[src/pad_pkg.sv]
/*
 * Pad subsystem package with pad counts, attribute bit positions and
 * the configuration opcode and output source encodings
 */
`default_nettype none

package pad_pkg;

  //////////////////////////////////////////////////////////////////////
  // Pad geometry
  //////////////////////////////////////////////////////////////////////

  // Multiplexed pads coming in from the board
  parameter int NMioPads = 16;
  parameter int PadIdxW  = 4;

  // Per-pad attribute field
  parameter int AttrDw  = 2;
  parameter int AttrInv = 0;
  parameter int AttrOd  = 1;

  //////////////////////////////////////////////////////////////////////
  // Configuration port
  //////////////////////////////////////////////////////////////////////

  // Sel opcode packs the source index above the select field
  parameter int CfgDataW = 6;

  typedef enum logic [2:0] {
    OpNop     = 3'd0,
    OpSetOut  = 3'd1,
    OpSetOe   = 3'd2,
    OpSetSel  = 3'd3,
    OpSetAttr = 3'd4
  } cfg_op_e;

  // What a pad drives out
  typedef enum logic [1:0] {
    SelGpio    = 2'd0,
    SelPadLoop = 2'd1,
    SelTieLow  = 2'd2,
    SelTieHigh = 2'd3
  } mio_sel_e;

endpackage : pad_pkg

`default_nettype wire

[src/pad_input.sv]
/*
 * Pad input stage: masks unwired pads, applies the per-pad input
 * inversion and brings the values into the clock domain with two flops
 */
`default_nettype none

module pad_input #(
  // Pads physically wired on the board
  parameter logic [pad_pkg::NMioPads-1:0] ConnectMioIn = '1
) (
  input  logic                                          clk_main_i,
  input  logic                                          rst_n_i,
  input  logic [pad_pkg::NMioPads-1:0]                  pad_in_i,
  input  logic [pad_pkg::NMioPads-1:0][pad_pkg::AttrDw-1:0] attr_i,
  output logic [pad_pkg::NMioPads-1:0]                  sync_o
);

  import pad_pkg::*;

  logic [NMioPads-1:0] in_gated;
  logic [NMioPads-1:0] sync_q1;
  logic [NMioPads-1:0] sync_q2;

  //////////////////////////////////////////////////////////////////////
  // Masking and inversion
  //////////////////////////////////////////////////////////////////////

  // Unwired pads read 0 regardless of the invert bit
  always_comb begin
    for (int k = 0; k < NMioPads; k++) begin
      if (ConnectMioIn[k]) begin
        in_gated[k] = pad_in_i[k] ^ attr_i[k][AttrInv];
      end else begin
        in_gated[k] = 1'b0;
      end
    end
  end

  //////////////////////////////////////////////////////////////////////
  // Two stage synchronizer
  //////////////////////////////////////////////////////////////////////

  always_ff @(posedge clk_main_i) begin
    if (!rst_n_i) begin
      sync_q1 <= '0;
      sync_q2 <= '0;
    end else begin
      sync_q1 <= in_gated;
      sync_q2 <= sync_q1;
    end
  end

  assign sync_o = sync_q2;

endmodule : pad_input

`default_nettype wire

[src/pad_output.sv]
/*
 * Pad output stage: applies invert and open drain per pad, holds
 * unwired pads released and registers the drive towards the board
 */
`default_nettype none

module pad_output #(
  // Pads physically wired on the board
  parameter logic [pad_pkg::NMioPads-1:0] ConnectMioOut = '1
) (
  input  logic                                              clk_main_i,
  input  logic                                              rst_n_i,
  input  logic [pad_pkg::NMioPads-1:0]                      out_i,
  input  logic [pad_pkg::NMioPads-1:0]                      oe_i,
  input  logic [pad_pkg::NMioPads-1:0][pad_pkg::AttrDw-1:0] attr_i,
  output logic [pad_pkg::NMioPads-1:0]                      pad_out_o,
  output logic [pad_pkg::NMioPads-1:0]                      pad_oe_o
);

  import pad_pkg::*;

  logic [NMioPads-1:0] out_inv;
  logic [NMioPads-1:0] out_d;
  logic [NMioPads-1:0] oe_d;
  logic [NMioPads-1:0] out_q;
  logic [NMioPads-1:0] oe_q;

  //////////////////////////////////////////////////////////////////////
  // Attribute handling
  //////////////////////////////////////////////////////////////////////

  always_comb begin
    for (int k = 0; k < NMioPads; k++) begin
      // Invert comes first, open drain works on the inverted value
      out_inv[k] = out_i[k] ^ attr_i[k][AttrInv];

      if (!ConnectMioOut[k]) begin
        // Tied off, never drives
        out_d[k] = 1'b0;
        oe_d[k]  = 1'b0;
      end else if (attr_i[k][AttrOd]) begin
        // A 1 releases the pad, a 0 pulls low when enabled
        out_d[k] = 1'b0;
        oe_d[k]  = out_inv[k] ? 1'b0 : oe_i[k];
      end else begin
        out_d[k] = out_inv[k];
        oe_d[k]  = oe_i[k];
      end
    end
  end

  //////////////////////////////////////////////////////////////////////
  // Drive registers
  //////////////////////////////////////////////////////////////////////

  always_ff @(posedge clk_main_i) begin
    if (!rst_n_i) begin
      out_q <= '0;
      oe_q  <= '0;
    end else begin
      out_q <= out_d;
      oe_q  <= oe_d;
    end
  end

  assign pad_out_o = out_q;
  assign pad_oe_o  = oe_q;

endmodule : pad_output

`default_nettype wire

[src/pad_subsys_top.sv]
/*
 * Pad subsystem top: input stage, pin multiplexer core and output stage
 * for the sixteen multiplexed pads, with the board wiring as parameters
 */
`default_nettype none

module pad_subsys_top #(
  // Pads 11:0 wired for input, 9:0 for output, the rest tied off
  parameter logic [pad_pkg::NMioPads-1:0] ConnectMioIn  = 16'h0FFF,
  parameter logic [pad_pkg::NMioPads-1:0] ConnectMioOut = 16'h03FF
) (
  // Clock and reset
  input  logic                          clk_main_i,
  input  logic                          rst_n_i,

  // Board pads
  input  logic [pad_pkg::NMioPads-1:0]  pad_in_i,
  output logic [pad_pkg::NMioPads-1:0]  pad_out_o,
  output logic [pad_pkg::NMioPads-1:0]  pad_oe_o,

  // Configuration write port
  input  logic                          cfg_we_i,
  input  pad_pkg::cfg_op_e              cfg_op_i,
  input  logic [pad_pkg::PadIdxW-1:0]   cfg_idx_i,
  input  logic [pad_pkg::CfgDataW-1:0]  cfg_data_i,

  // GPIO input readback
  output logic [pad_pkg::NMioPads-1:0]  gpio_in_o
);

  import pad_pkg::*;

  logic [NMioPads-1:0]             sync_in;
  logic [NMioPads-1:0]             core_out;
  logic [NMioPads-1:0]             core_oe;
  logic [NMioPads-1:0][AttrDw-1:0] core_attr;

  //////////////////////////////////////////////////////////////////////
  // Input stage
  //////////////////////////////////////////////////////////////////////

  pad_input #(
    .ConnectMioIn ( ConnectMioIn )
  ) pad_input_i (
    .clk_main_i ( clk_main_i ),
    .rst_n_i    ( rst_n_i    ),
    .pad_in_i   ( pad_in_i   ),
    .attr_i     ( core_attr  ),
    .sync_o     ( sync_in    )
  );

  //////////////////////////////////////////////////////////////////////
  // Pin multiplexer
  //////////////////////////////////////////////////////////////////////

  pinmux_core pinmux_core_i (
    .clk_main_i ( clk_main_i ),
    .rst_n_i    ( rst_n_i    ),
    .cfg_we_i   ( cfg_we_i   ),
    .cfg_op_i   ( cfg_op_i   ),
    .cfg_idx_i  ( cfg_idx_i  ),
    .cfg_data_i ( cfg_data_i ),
    .sync_i     ( sync_in    ),
    .out_o      ( core_out   ),
    .oe_o       ( core_oe    ),
    .attr_o     ( core_attr  ),
    .gpio_in_o  ( gpio_in_o  )
  );

  //////////////////////////////////////////////////////////////////////
  // Output stage
  //////////////////////////////////////////////////////////////////////

  pad_output #(
    .ConnectMioOut ( ConnectMioOut )
  ) pad_output_i (
    .clk_main_i ( clk_main_i ),
    .rst_n_i    ( rst_n_i    ),
    .out_i      ( core_out   ),
    .oe_i       ( core_oe    ),
    .attr_i     ( core_attr  ),
    .pad_out_o  ( pad_out_o  ),
    .pad_oe_o   ( pad_oe_o   )
  );

endmodule : pad_subsys_top

`default_nettype wire

[src/pinmux_core.sv]
/*
 * Pin multiplexer core: holds the per-pad configuration registers
 * written over the strobe port and picks each pad's output source
 */
`default_nettype none

module pinmux_core (
  input  logic                                              clk_main_i,
  input  logic                                              rst_n_i,

  // Configuration write port
  input  logic                                              cfg_we_i,
  input  pad_pkg::cfg_op_e                                  cfg_op_i,
  input  logic [pad_pkg::PadIdxW-1:0]                       cfg_idx_i,
  input  logic [pad_pkg::CfgDataW-1:0]                      cfg_data_i,

  // Synchronized pad inputs
  input  logic [pad_pkg::NMioPads-1:0]                      sync_i,

  // Towards the output stage
  output logic [pad_pkg::NMioPads-1:0]                      out_o,
  output logic [pad_pkg::NMioPads-1:0]                      oe_o,
  output logic [pad_pkg::NMioPads-1:0][pad_pkg::AttrDw-1:0] attr_o,

  // GPIO input readback
  output logic [pad_pkg::NMioPads-1:0]                      gpio_in_o
);

  import pad_pkg::*;

  // Per-pad configuration state
  logic [NMioPads-1:0]             gpio_out_q;
  logic [NMioPads-1:0]             gpio_oe_q;
  mio_sel_e                        sel_q     [NMioPads];
  logic [PadIdxW-1:0]              src_idx_q [NMioPads];
  logic [NMioPads-1:0][AttrDw-1:0] attr_q;

  // Fields unpacked from the write data
  logic               cfg_bit;
  mio_sel_e           cfg_sel;
  logic [PadIdxW-1:0] cfg_src_idx;
  logic [AttrDw-1:0]  cfg_attr;

  //////////////////////////////////////////////////////////////////////
  // Write data fields
  //////////////////////////////////////////////////////////////////////

  assign cfg_bit     = cfg_data_i[0];
  assign cfg_sel     = mio_sel_e'(cfg_data_i[1:0]);
  assign cfg_src_idx = cfg_data_i[CfgDataW-1:2];
  assign cfg_attr    = cfg_data_i[AttrDw-1:0];

  //////////////////////////////////////////////////////////////////////
  // Configuration registers
  //////////////////////////////////////////////////////////////////////

  // Writes land on the same edge that samples the strobe
  always_ff @(posedge clk_main_i) begin
    if (!rst_n_i) begin
      gpio_out_q <= '0;
      gpio_oe_q  <= '0;
      attr_q     <= '0;
      for (int k = 0; k < NMioPads; k++) begin
        sel_q[k]     <= SelGpio;
        src_idx_q[k] <= '0;
      end
    end else if (cfg_we_i) begin
      case (cfg_op_i)
        OpSetOut: begin
          gpio_out_q[cfg_idx_i] <= cfg_bit;
        end
        OpSetOe: begin
          gpio_oe_q[cfg_idx_i] <= cfg_bit;
        end
        OpSetSel: begin
          sel_q[cfg_idx_i]     <= cfg_sel;
          src_idx_q[cfg_idx_i] <= cfg_src_idx;
        end
        OpSetAttr: begin
          attr_q[cfg_idx_i] <= cfg_attr;
        end
        OpNop: begin
          // Nothing to update
        end
        default: begin
          // Unused opcodes are ignored
        end
      endcase
    end
  end

  //////////////////////////////////////////////////////////////////////
  // Output source select
  //////////////////////////////////////////////////////////////////////

  // Loopback takes the already synchronized value of the source pad
  always_comb begin
    for (int k = 0; k < NMioPads; k++) begin
      case (sel_q[k])
        SelGpio: begin
          out_o[k] = gpio_out_q[k];
        end
        SelPadLoop: begin
          out_o[k] = sync_i[src_idx_q[k]];
        end
        SelTieLow: begin
          out_o[k] = 1'b0;
        end
        SelTieHigh: begin
          out_o[k] = 1'b1;
        end
        default: begin
          out_o[k] = 1'b0;
        end
      endcase
    end
  end

  // Enable always comes from the register, independent of the source
  assign oe_o   = gpio_oe_q;
  assign attr_o = attr_q;

  // Readback of the synchronized inputs
  assign gpio_in_o = sync_i;

endmodule : pinmux_core

`default_nettype wire

[config.mk]
export PLATFORM = sky130hd
export DESIGN_NAME = pad_subsys_top
export DESIGN_NICKNAME = d
export VERILOG_FILES = /design/src/pad_pkg.sv /design/src/pad_input.sv /design/src/pad_output.sv /design/src/pad_subsys_top.sv /design/src/pinmux_core.sv
export SDC_FILE = /design/constraint.sdc
export NUM_CORES = 1
export LEC_CHECK = 0
export BUFFER_PORTS_ARGS = -buffer_cell sky130_fd_sc_hd__buf_2
export CAP_MARGIN = 20
export CORE_ASPECT_RATIO = 1.4
export CORE_MARGIN = 2
export CORE_UTILIZATION = 37
export DETAILED_ROUTE_END_ITERATION = 16
export PLACE_DENSITY = 0.61
export SETUP_SLACK_MARGIN = 0.02
export SKIP_CTS_REPAIR_TIMING = 1
export SYNTH_ARGS = -nofsm -noshare
export SYNTH_HDL_FRONTEND = slang
export SYNTH_SLANG_ARGS = --single-unit
[constraint.sdc]
create_clock -name clk_main_i -period 4.1 [get_ports clk_main_i]
set_clock_uncertainty 0.2 [all_clocks]
set_input_delay 0.205 -clock clk_main_i [delete_from_list [all_inputs] [get_ports clk_main_i]]
set_output_delay 0.205 -clock clk_main_i [all_outputs]
set_load 0.05 [all_outputs]
**Word-level counts from Yosys, hierarchy flattened**

Memory sizes are Yosys's and may differ from the RTL's.
Cells that the tools add are included.
W data, S select, Z words.

- Register bits: 128
- Bits in latches: 0
- Memory bits (writable): 96
- Memory bits (read-only): 0
- Output and inout bits: 48
- Memories kept: 2

Memory list:

| name | depth | bits a word | read ports | clocked after memory_dff | write ports | line | source |
|---|---|---|---|---|---|---|---|
| pinmux_core_i.src_idx_q | 16 | 4 | 10 | 0 | 16 | pinmux_core.sv:35 | `logic [PadIdxW-1:0] src_idx_q [NMioPads];` |
| pinmux_core_i.sel_q | 16 | 2 | 10 | 0 | 16 | pinmux_core.sv:34 | `mio_sel_e sel_q [NMioPads];` |

- Add/sub/neg operators: 0
- Multiply operators: 0
- Div/mod/pow operators: 0
- Magnitude comparators: 12
- Eq/ne operators: 34
- Shift-type cells: 0
- Multiplexer cells: 68
- Bitwise logic cells: 23
- Reduce and logical (&&, ||, !) cells: 26

Operator list:

| kind | number |
|---|---|
| $lt A4 B5 Y1 const B | 11 |
| $bmux W1 S4 | 10 |
| $eq A2 B2 Y1 const B | 20 |
| $pmux W1 S4 | 10 |
| $mux W1 | 38 |
| $bwmux W16 | 2 |
| $bwmux W32 | 1 |
| $reduce_or A2 Y1 | 11 |
| $xor A1 B1 Y1 | 22 |
| $eq A2 B1 Y1 const B | 10 |
| $logic_not A2 Y1 | 10 |
| $mux W4 | 3 |
| $demux W2 S4 | 1 |
| $eq A3 B2 Y1 const B | 2 |
| $reduce_and A2 Y1 | 3 |
| $demux W1 S4 | 1 |
| $ge A4 B1 Y1 const B | 1 |
| $mux W2 | 2 |
| $reduce_or A4 Y1 | 1 |
| $eq A3 B1 Y1 const B | 1 |
| $eq A3 B3 Y1 const B | 1 |
| $logic_and A1 B1 Y1 | 1 |
| $not A1 Y1 | 1 |

**Logic depth before layout (Yosys ltp)**

Gate-level depths: netlist of run 1.

- Word-level depth: 7
- Mapped depth: 6
- Mapped depth without buffers: 5

**Hierarchy**

Synthesis of run 1 repeated with hierarchy kept, for this count alone.

- Cells, all modules: 994
- Area total of the unflattened synthesis: 11105.7 um^2

Modules (own cells, without submodules):

| module | times used | cells each | area each (um^2) | seq. area each (um^2) |
|---|---|---|---|---|
| pinmux_core | 1 | 852 | 9502.9 | 4164.0 |
| pad_input | 1 | 67 | 814.5 | 480.5 |
| pad_output | 1 | 75 | 788.3 | 400.4 |

**Worst setup path before layout of run 1**

OpenSTA, ideal clock, no wires.

- Path kind: flip-flop to flip-flop
- From: register pad_input_i.sync_q2[4], in the netlist pad_input_i.sync_o[4]
- To: register pad_output_i.out_q[0], in the netlist pad_output_i.pad_out_o[0]
- Setup time: 0.116 ns
- Arrival time: 1.812 ns
- Slack: 1.973 ns
- Stages on the path, launching flop included: 7
- Buffers on the path: 1
- Cells stage by stage: dfxtp_1 > buf_6 > mux4_2 > a311oi_1 > o22ai_1 > xor2_1 > and3b_1

- Cells in the longest elaborated chain, start to end: 4

RTL lines:

| item | line | source |
|---|---|---|
| start: declaration | pad_input.sv:22 | `logic [NMioPads-1:0] sync_q2;` |
| start signal: assignment | pad_input.sv:49 | `sync_q2 <= sync_q1;` |
| $bmux W1 S4 | pinmux_core.sv:104 | `out_o[k] = sync_i[src_idx_q[k]];` |
| $mux W1 (not written as such) | pinmux_core.sv:104 |  |
| $pmux W1 S4 | pinmux_core.sv:99 | `case (sel_q[k])` |
| $xor A1 B1 Y1 | pad_output.sv:35 | `out_inv[k] = out_i[k] ^ attr_i[k][AttrInv];` |
| end signal: assignment | pad_output.sv:61 | `out_q <= out_d;` |
| end: declaration | pad_output.sv:25 | `logic [NMioPads-1:0] out_q;` |

No other way between the ends. The select of a mux whose other input is x is not followed.
A chain may end at the register's enable or synchronous reset.

==> impl_metrics.py, run 1 <==
metrics = {
    "outcome": {
        "outcome": "finished clean",
    },
    "timing": {
        "slew_viol_final": 0,
        "rsz0062_at_grt": "no",
        "layout_setup_ws_ps": 1800,
        "max_slew.worst_pin.slew_ps": 877,
        "max_freq_ghz": 0.434,
        "setup_violations": 0,
        "relSlewSlack": 0.410,
        "hold_viol": 0,
        "period_minus_slack_ps": 2300,
        "tns_ps": 0,
        "period_share": 0.562,
    },
    "synth": {
        "netlist_area_sq_um": 7080,
        "synth_edf_count": 60,
        "yosys.area_share.adder": 0,
        "post_synth_xor_area_fraction": 0.0272,
        "ys_seq_area_frac": 0.498,
        "synth_ff_type": "dfxtp_1",
        "synthTopCellsByCount": "86 x dfxtp_1, 84 x and2_1, 60 x edfxtp_1",
        "netlist.top_cell.by_area": "edfxtp_1",
        "synth_simple_gate_area_share": 0.226,
        "avgSynthCellArea_sq_um": 10.9,
        "async_reset_ff_frac": 0,
        "syn_inst": 649,
        "synth_top_family_by_area": "simple AND/OR/NAND/NOR gates",
        "ys_warn_count": 0,
        "synth_area_leaders": "edfxtp_1 25%, dfxtp_1 24%, and2_1 7.4%",
        "synth_compound_area_frac": 0.0700,
        "yosys-mux-area-fraction": 0.130,
        "ys_types": 37,
        "synth_top_area_share": 0.255,
        "ys_ff_latch": 146,
        "synth.most_common_cell": "dfxtp_1",
    },
    "clock_tree": {
        "cts_root_buf": "clkbuf_16",
        "clk_latency_ps": 410,
        "clk_transition_reported_paths_ps": 60,
        "numCtsBuffers": 17,
        "cts.sinks": 146,
        "cts_tree": "built",
        "clk_path_buf_depth": 2,
        "cts-htree-levels": 4,
    },
    "route": {
        "remaining_drc_errors": 0,
        "ant_nets": 0,
        "drtPass1Iterations": 4,
        "num_vias": 4805,
        "wl_per_cell_microns": 17.0,
        "drt_iter0_drc": 166,
        "via_per_inst": 4.94,
        "wirelength_microns": 16600,
    },
    "pwr": {
        "internal-power_mw": 2.56,
        "p_total_mw": 3.38,
        "swShare": 0.242,
        "leakage_nw": 3.33,
        "power_frac_comb": 0.087,
        "clkPwrFrac": 0.435,
        "ir_drop_v": 0.000317,
        "power_density_nw_per_um2": 412,
        "pwr-share-seq": 0.478,
        "p_switching_uw": 820,
    },
    "floorplan": {
        "chipWidth_microns": 121,
        "fp.dieH_microns": 168,
        "core-area_sq_um": 18700,
        "die-area_sq_um": 20300,
        "start_util": 0.379,
        "rows": 59,
        "pin_count": 80,
    },
    "flow_run": {
        "drv_cap": 0,
    },
    "global_route": {
        "antenna_found_initial": 0,
        "grt_start_max_net_pins": 97,
        "grt_pass1_vias": 4938,
        "grt_overflow_total": 0,
        "grt_first_pass_wirelength_microns": 25800,
        "track_usage": 0.167,
    },
    "hold_path": {
        "hp-class": "in2reg",
        "hold_path_end": "pinmux_core_i.attr_o[16]",
        "holdCritStartpoint": "cfg_idx_i[1]",
        "holdPathStages": 4,
    },
    "setup_path": {
        "slowest_stage": "nor4_1",
        "reg2reg_to": "pad_output_i.pad_out_o[0]",
        "worstSetupPathType": "in2reg",
        "crit_path_start_kind": "input port",
        "worstPathRequired_ps": 3990,
        "r2r-start": "pad_input_i.sync_o[7]",
        "critical_path.top_delay_family": "simple AND/OR/NAND/NOR gates",
        "worstPathArrival_ps": 2190,
        "critPathCaptureType": "flop",
        "r2r_setup_slack_ps": 1850,
        "worstPathCellList": "buf_2, nor2b_1, nand4_1, nor4_1, nand2b_1",
        "rr_worst_depth": 5,
        "cp_num_buf_inv": 1,
        "cpPeakStageDelay_ps": 790,
        "worst-path-max-fanout": 11,
    },
    "finish": {
        "area_growth_pct": 16.1,
        "nFillCells": 1739,
        "diodes": 0,
        "fin_cells": 973,
        "drive_above_1_share": 0.178,
        "fin_nets": 748,
    },
    "placement": {
        "dp_cells": 929,
        "gp_congestion": 0.822,
        "dp_hpwl_microns": 11000,
        "pre_cts_ws_ps": 1340,
        "io_buffers": 59,
    },
}
[power groups by stage]
stage / clock network (mW) / logic, mW / registers, mW
2_1_floorplan: 0 / 0.187 / 1.66
3_3_place_gp: 0 / 0.280 / 1.64
3_5_place_dp: 0 / 0.285 / 1.65
4_1_cts: 1.50 / 0.287 / 1.61
5_1_grt: 1.56 / 0.315 / 1.62
6_report: 1.47 / 0.294 / 1.62
[worst register-to-register path: stages, from the launching register on]
cell and delay (ps):
dfxtp_1 490, mux4_2 560, a311oi_1 290, o22ai_1 200, xor2_1 180, and3b_1 220
[how the worst max path moves through the flow]
stage                                     start                            end  slack, ps  depth (start not counted)
after floorplan           pad_input_i.sync_o[4]      pad_output_i.pad_out_o[0]       1970                          6
after CTS                              cfg_we_i  pinmux_core_i.src_idx_q[8][0]       1770                          5
after global placement              cfg_op_i[2]  pinmux_core_i.src_idx_q[8][2]       1440                          5
after global routing                   cfg_we_i      pinmux_core_i.sel_q[8][0]       1570                          5
after detailed placement               cfg_we_i      pinmux_core_i.sel_q[8][1]       1340                          5
final                                  cfg_we_i      pinmux_core_i.sel_q[8][0]       1800                          5
[flip-flops by register name, indices dropped and copies added, names as in the netlist]
register,count
pad_input_i.sync_q1,12
pinmux_core_i.oe_o,10
pinmux_core_i.gpio_out_q,10
pad_output_i.pad_oe_o,10
pad_input_i.sync_o,12
pinmux_core_i.src_idx_q,40
pad_output_i.pad_out_o,10
pinmux_core_i.sel_q,20
pinmux_core_i.attr_o,22
[cells by family after synthesis]
logic type      Yosys count
mux                      64
xor+xnor                 22
other cells               1
flops                   146
simple gates            275
compound gates           70
buf+inv                  71
[routing by layer]
layer	global-route usage	up-vias	share of wire
met2	0.289	141	0.51
li1	-	2356	-
met5	0	-	0
met3	0.0313	48	0.035
met1	0.194	2260	0.42
met4	0.0854	0	0.038
[per-stage QoR]
stage | area [sq um] | util | hold slack (ps)
6_report | 8220 | 0.440 | 53.9
5_1_grt | 8220 | 0.440 | 56.5
3_3_place_gp | 7530 | 0.403 | 214
2_1_floorplan | 7130 | - | 203
4_1_cts | 8100 | 0.433 | -105
3_5_place_dp | 7530 | 0.403 | 219
[layout by cell type (no fill, tap or decap), types with 2 or more instances in the layout]
master	count
nor3_1	8
dlygate4sd3_1	12
o211a_1	9
nor2_1	15
nor2b_1	42
clkinv_2	3
dfxtp_1	86
nand2_1	46
xnor2_1	9
clkinv_1	2
mux2i_1	25
edfxtp_1	60
nor3b_1	18
clkinvlp_4	3
nand3_1	18
a21oi_1	11
bufinv_16	2
mux2_2	19
and2_1	84
a21boi_0	18
o21ai_0	10
xor2_1	13
mux4_2	19
clkinv_4	3
buf_2	59
conb_1	16
and3b_1	12
a221oi_1	9
o22ai_1	11
inv_1	30
buf_4	3
nand2b_1	27
clkbuf_16	17
[layout make-up]
| class | count | area [sq um] | share of cell area |
|---|---|---|---|
| flip-flops and latches | 146 | 3520 | 0.429 |
| multi-input cells | 447 | 3270 | 0.398 |
| repair buffers | 74 | 438 | 0.0533 |
| clock buffers | 18 | 429 | 0.0522 |
| well taps | 244 | 305 | 0.0372 |
| clock inverters | 14 | 140 | 0.0171 |
| inverters | 30 | 113 | 0.0137 |
(Power assumes the default switching activity.)
==> run 2, diff against run 1 <==
--- a/config.mk
+++ b/config.mk
@@ -11,7 +11,7 @@
 export CORE_MARGIN = 2
 export CORE_UTILIZATION = 37
 export DETAILED_ROUTE_END_ITERATION = 16
-export PLACE_DENSITY = 0.61
+export PLACE_DENSITY = 0.63
 export SETUP_SLACK_MARGIN = 0.02
 export SKIP_CTS_REPAIR_TIMING = 1
 export SYNTH_ARGS = -nofsm -noshare
==> constraint.sdc (replaced) <==
create_clock -name clk_main_i -period 2 [get_ports clk_main_i]
set_clock_uncertainty 0.2 [all_clocks]
set_input_delay 0.1 -clock clk_main_i [delete_from_list [all_inputs] [get_ports clk_main_i]]
set_output_delay 0.1 -clock clk_main_i [all_outputs]
set_load 0.05 [all_outputs]
==> run 2 against run 1 <==
  * Die area did not move
  * Clock power up 100%
  * Sequential share of layout area fell by 2.8 points
  * Power is 110% higher
==> impl_metrics.py, run 2 (synthesized netlist as in run 1, its figures left out) <==
metrics = {
    "outcome": {
        "outcome": "finished clean",
    },
    "route": {
        "remaining_drc_errors": 0,
        "drtPass1Iterations": 4,
        "via_per_inst": 5.00,
        "wirelength_microns": 17000,
        "ant_nets": 0,
        "wl_per_cell_microns": 16.8,
        "num_vias": 5085,
        "drt_iter0_drc": 233,
    },
    "placement": {
        "pre_cts_ws_ps": -28.9,
        "gp_congestion": 0.834,
        "dp_hpwl_microns": 11500,
        "io_buffers": 59,
    },
    "finish": {
        "fin_nets": 791,
        "layout_commonest_cell": "and2_1",
        "nFillCells": 1714,
        "area_growth_pct": 24.7,
        "top_register": "pinmux_core_i.src_idx_q",
        "largest_reg_flops": 40,
        "diodes": 0,
        "drive_above_1_share": 0.272,
        "final_cell_mix": "84 x and2_1, 77 x dfxtp_1, 60 x edfxtp_1",
    },
    "clock_tree": {
        "clk_transition_reported_paths_ps": 60,
        "cts.sinks": 146,
        "cts_tree": "built",
        "clk_path_buf_depth": 2,
        "cts_root_buf": "clkbuf_16",
        "cts-htree-levels": 4,
        "clk_latency_ps": 420,
        "numCtsBuffers": 17,
    },
    "global_route": {
        "grt_pass1_vias": 5224,
        "grt_start_max_net_pins": 69,
        "grt_overflow_total": 0,
        "grt_first_pass_wirelength_microns": 26500,
        "antenna_found_initial": 0,
        "track_usage": 0.170,
    },
    "floorplan": {
        "start_util": 0.379,
        "fp.dieH_microns": 168,
        "pin_count": 80,
        "chipWidth_microns": 121,
        "rows": 59,
        "core-area_sq_um": 18700,
        "die-area_sq_um": 20300,
    },
    "pwr": {
        "power_density_nw_per_um2": 792,
        "leakage_nw": 3.65,
        "ir_drop_v": 0.000630,
    },
    "timing": {
        "max_freq_ghz": 0.505,
        "hold_viol": 0,
        "relSlewSlack": 0.601,
        "max_slew.worst_pin.slew_ps": 599,
        "slew_viol_final": 0,
        "layout_setup_ws_ps": 19.8,
        "period_share": 0.990,
        "period_minus_slack_ps": 1980,
        "rsz0062_at_grt": "yes",
        "setup_violations": 0,
        "tns_ps": 0,
    },
    "setup_path": {
        "r2r-start": "pad_input_i.sync_o[0]",
        "crit_path_start_kind": "flop",
        "worstPathRequired_ps": 2110,
        "worstSetupPathType": "reg2reg",
        "cp-startpoint": "pad_input_i.sync_o[0]",
        "worstPathArrival_ps": 2090,
        "worst-path-max-fanout": 11,
        "critPathCaptureType": "flop",
    },
    "hold_path": {
        "holdCritStartpoint": "cfg_data_i[1]",
        "hp-class": "in2reg",
    },
    "flow_run": {
        "drv_cap": 0,
    },
}
-- run 2: per-stage QoR --
step | power [mW] | util | area (sq um) | hold slack [ps] | instances
floorplan | 3.79 | - | 7140 | 98.2 | 664
CTS | 6.94 | 0.449 | 8390 | -211 | 992
global route | 7.23 | 0.472 | 8820 | 3.48 | 1016
detailed placement | 4.00 | 0.419 | 7830 | 217 | 960
global placement | 3.98 | 0.419 | 7830 | 214 | 960
finish | 6.99 | 0.472 | 8820 | 14.8 | 1016
-- run 2: area by class of cell --
| class | count | area (sq um) | area share |
|---|---|---|---|
| clock buffers | 21 | 472 | 0.0535 |
| multi-input cells | 447 | 3470 | 0.394 |
| well taps | 244 | 305 | 0.0346 |
| repair buffers | 117 | 837 | 0.0949 |
| flip-flops and latches | 146 | 3540 | 0.401 |
| inverters | 30 | 113 | 0.0128 |
| clock inverters | 11 | 85.1 | 0.00964 |
-- run 2: layer usage --
layer	GRT usage	part of all wire
met4	0.0859	0.030
met3	0.0358	0.050
met2	0.301	0.52
met5	0	0
met1	0.191	0.40
-- run 2: critical path: stages, from the launching register on --
cell and delay, ps:
dfxtp_1 330, buf_12 160, mux4_2 470, o21ai_2 120
o22ai_1 80, buf_4 160, xnor2_2 140, o211a_1 210
-- run 2: report_power, final --
| group | total [mW] | internal, mW | leakage [nW] | switching [mW] |
|---|---|---|---|---|
| Clock | 2.96 | 1.80 | 0.271 | 1.16 |
| Combinational | 0.730 | 0.295 | 2.10 | 0.434 |
| Sequential | 3.30 | 3.20 | 1.27 | 0.0936 |
-- run 2: path summary, 6_finish.rpt --
path,cells past startpoint,slack [ps],to
setup / recovery,7,20,pad_output_i.pad_oe_o[4]
hold / removal,3,10,pinmux_core_i.attr_o[7]
setup reg to reg,7,20,pad_output_i.pad_oe_o[4]
hold reg to reg,1,230,pad_input_i.sync_o[9]
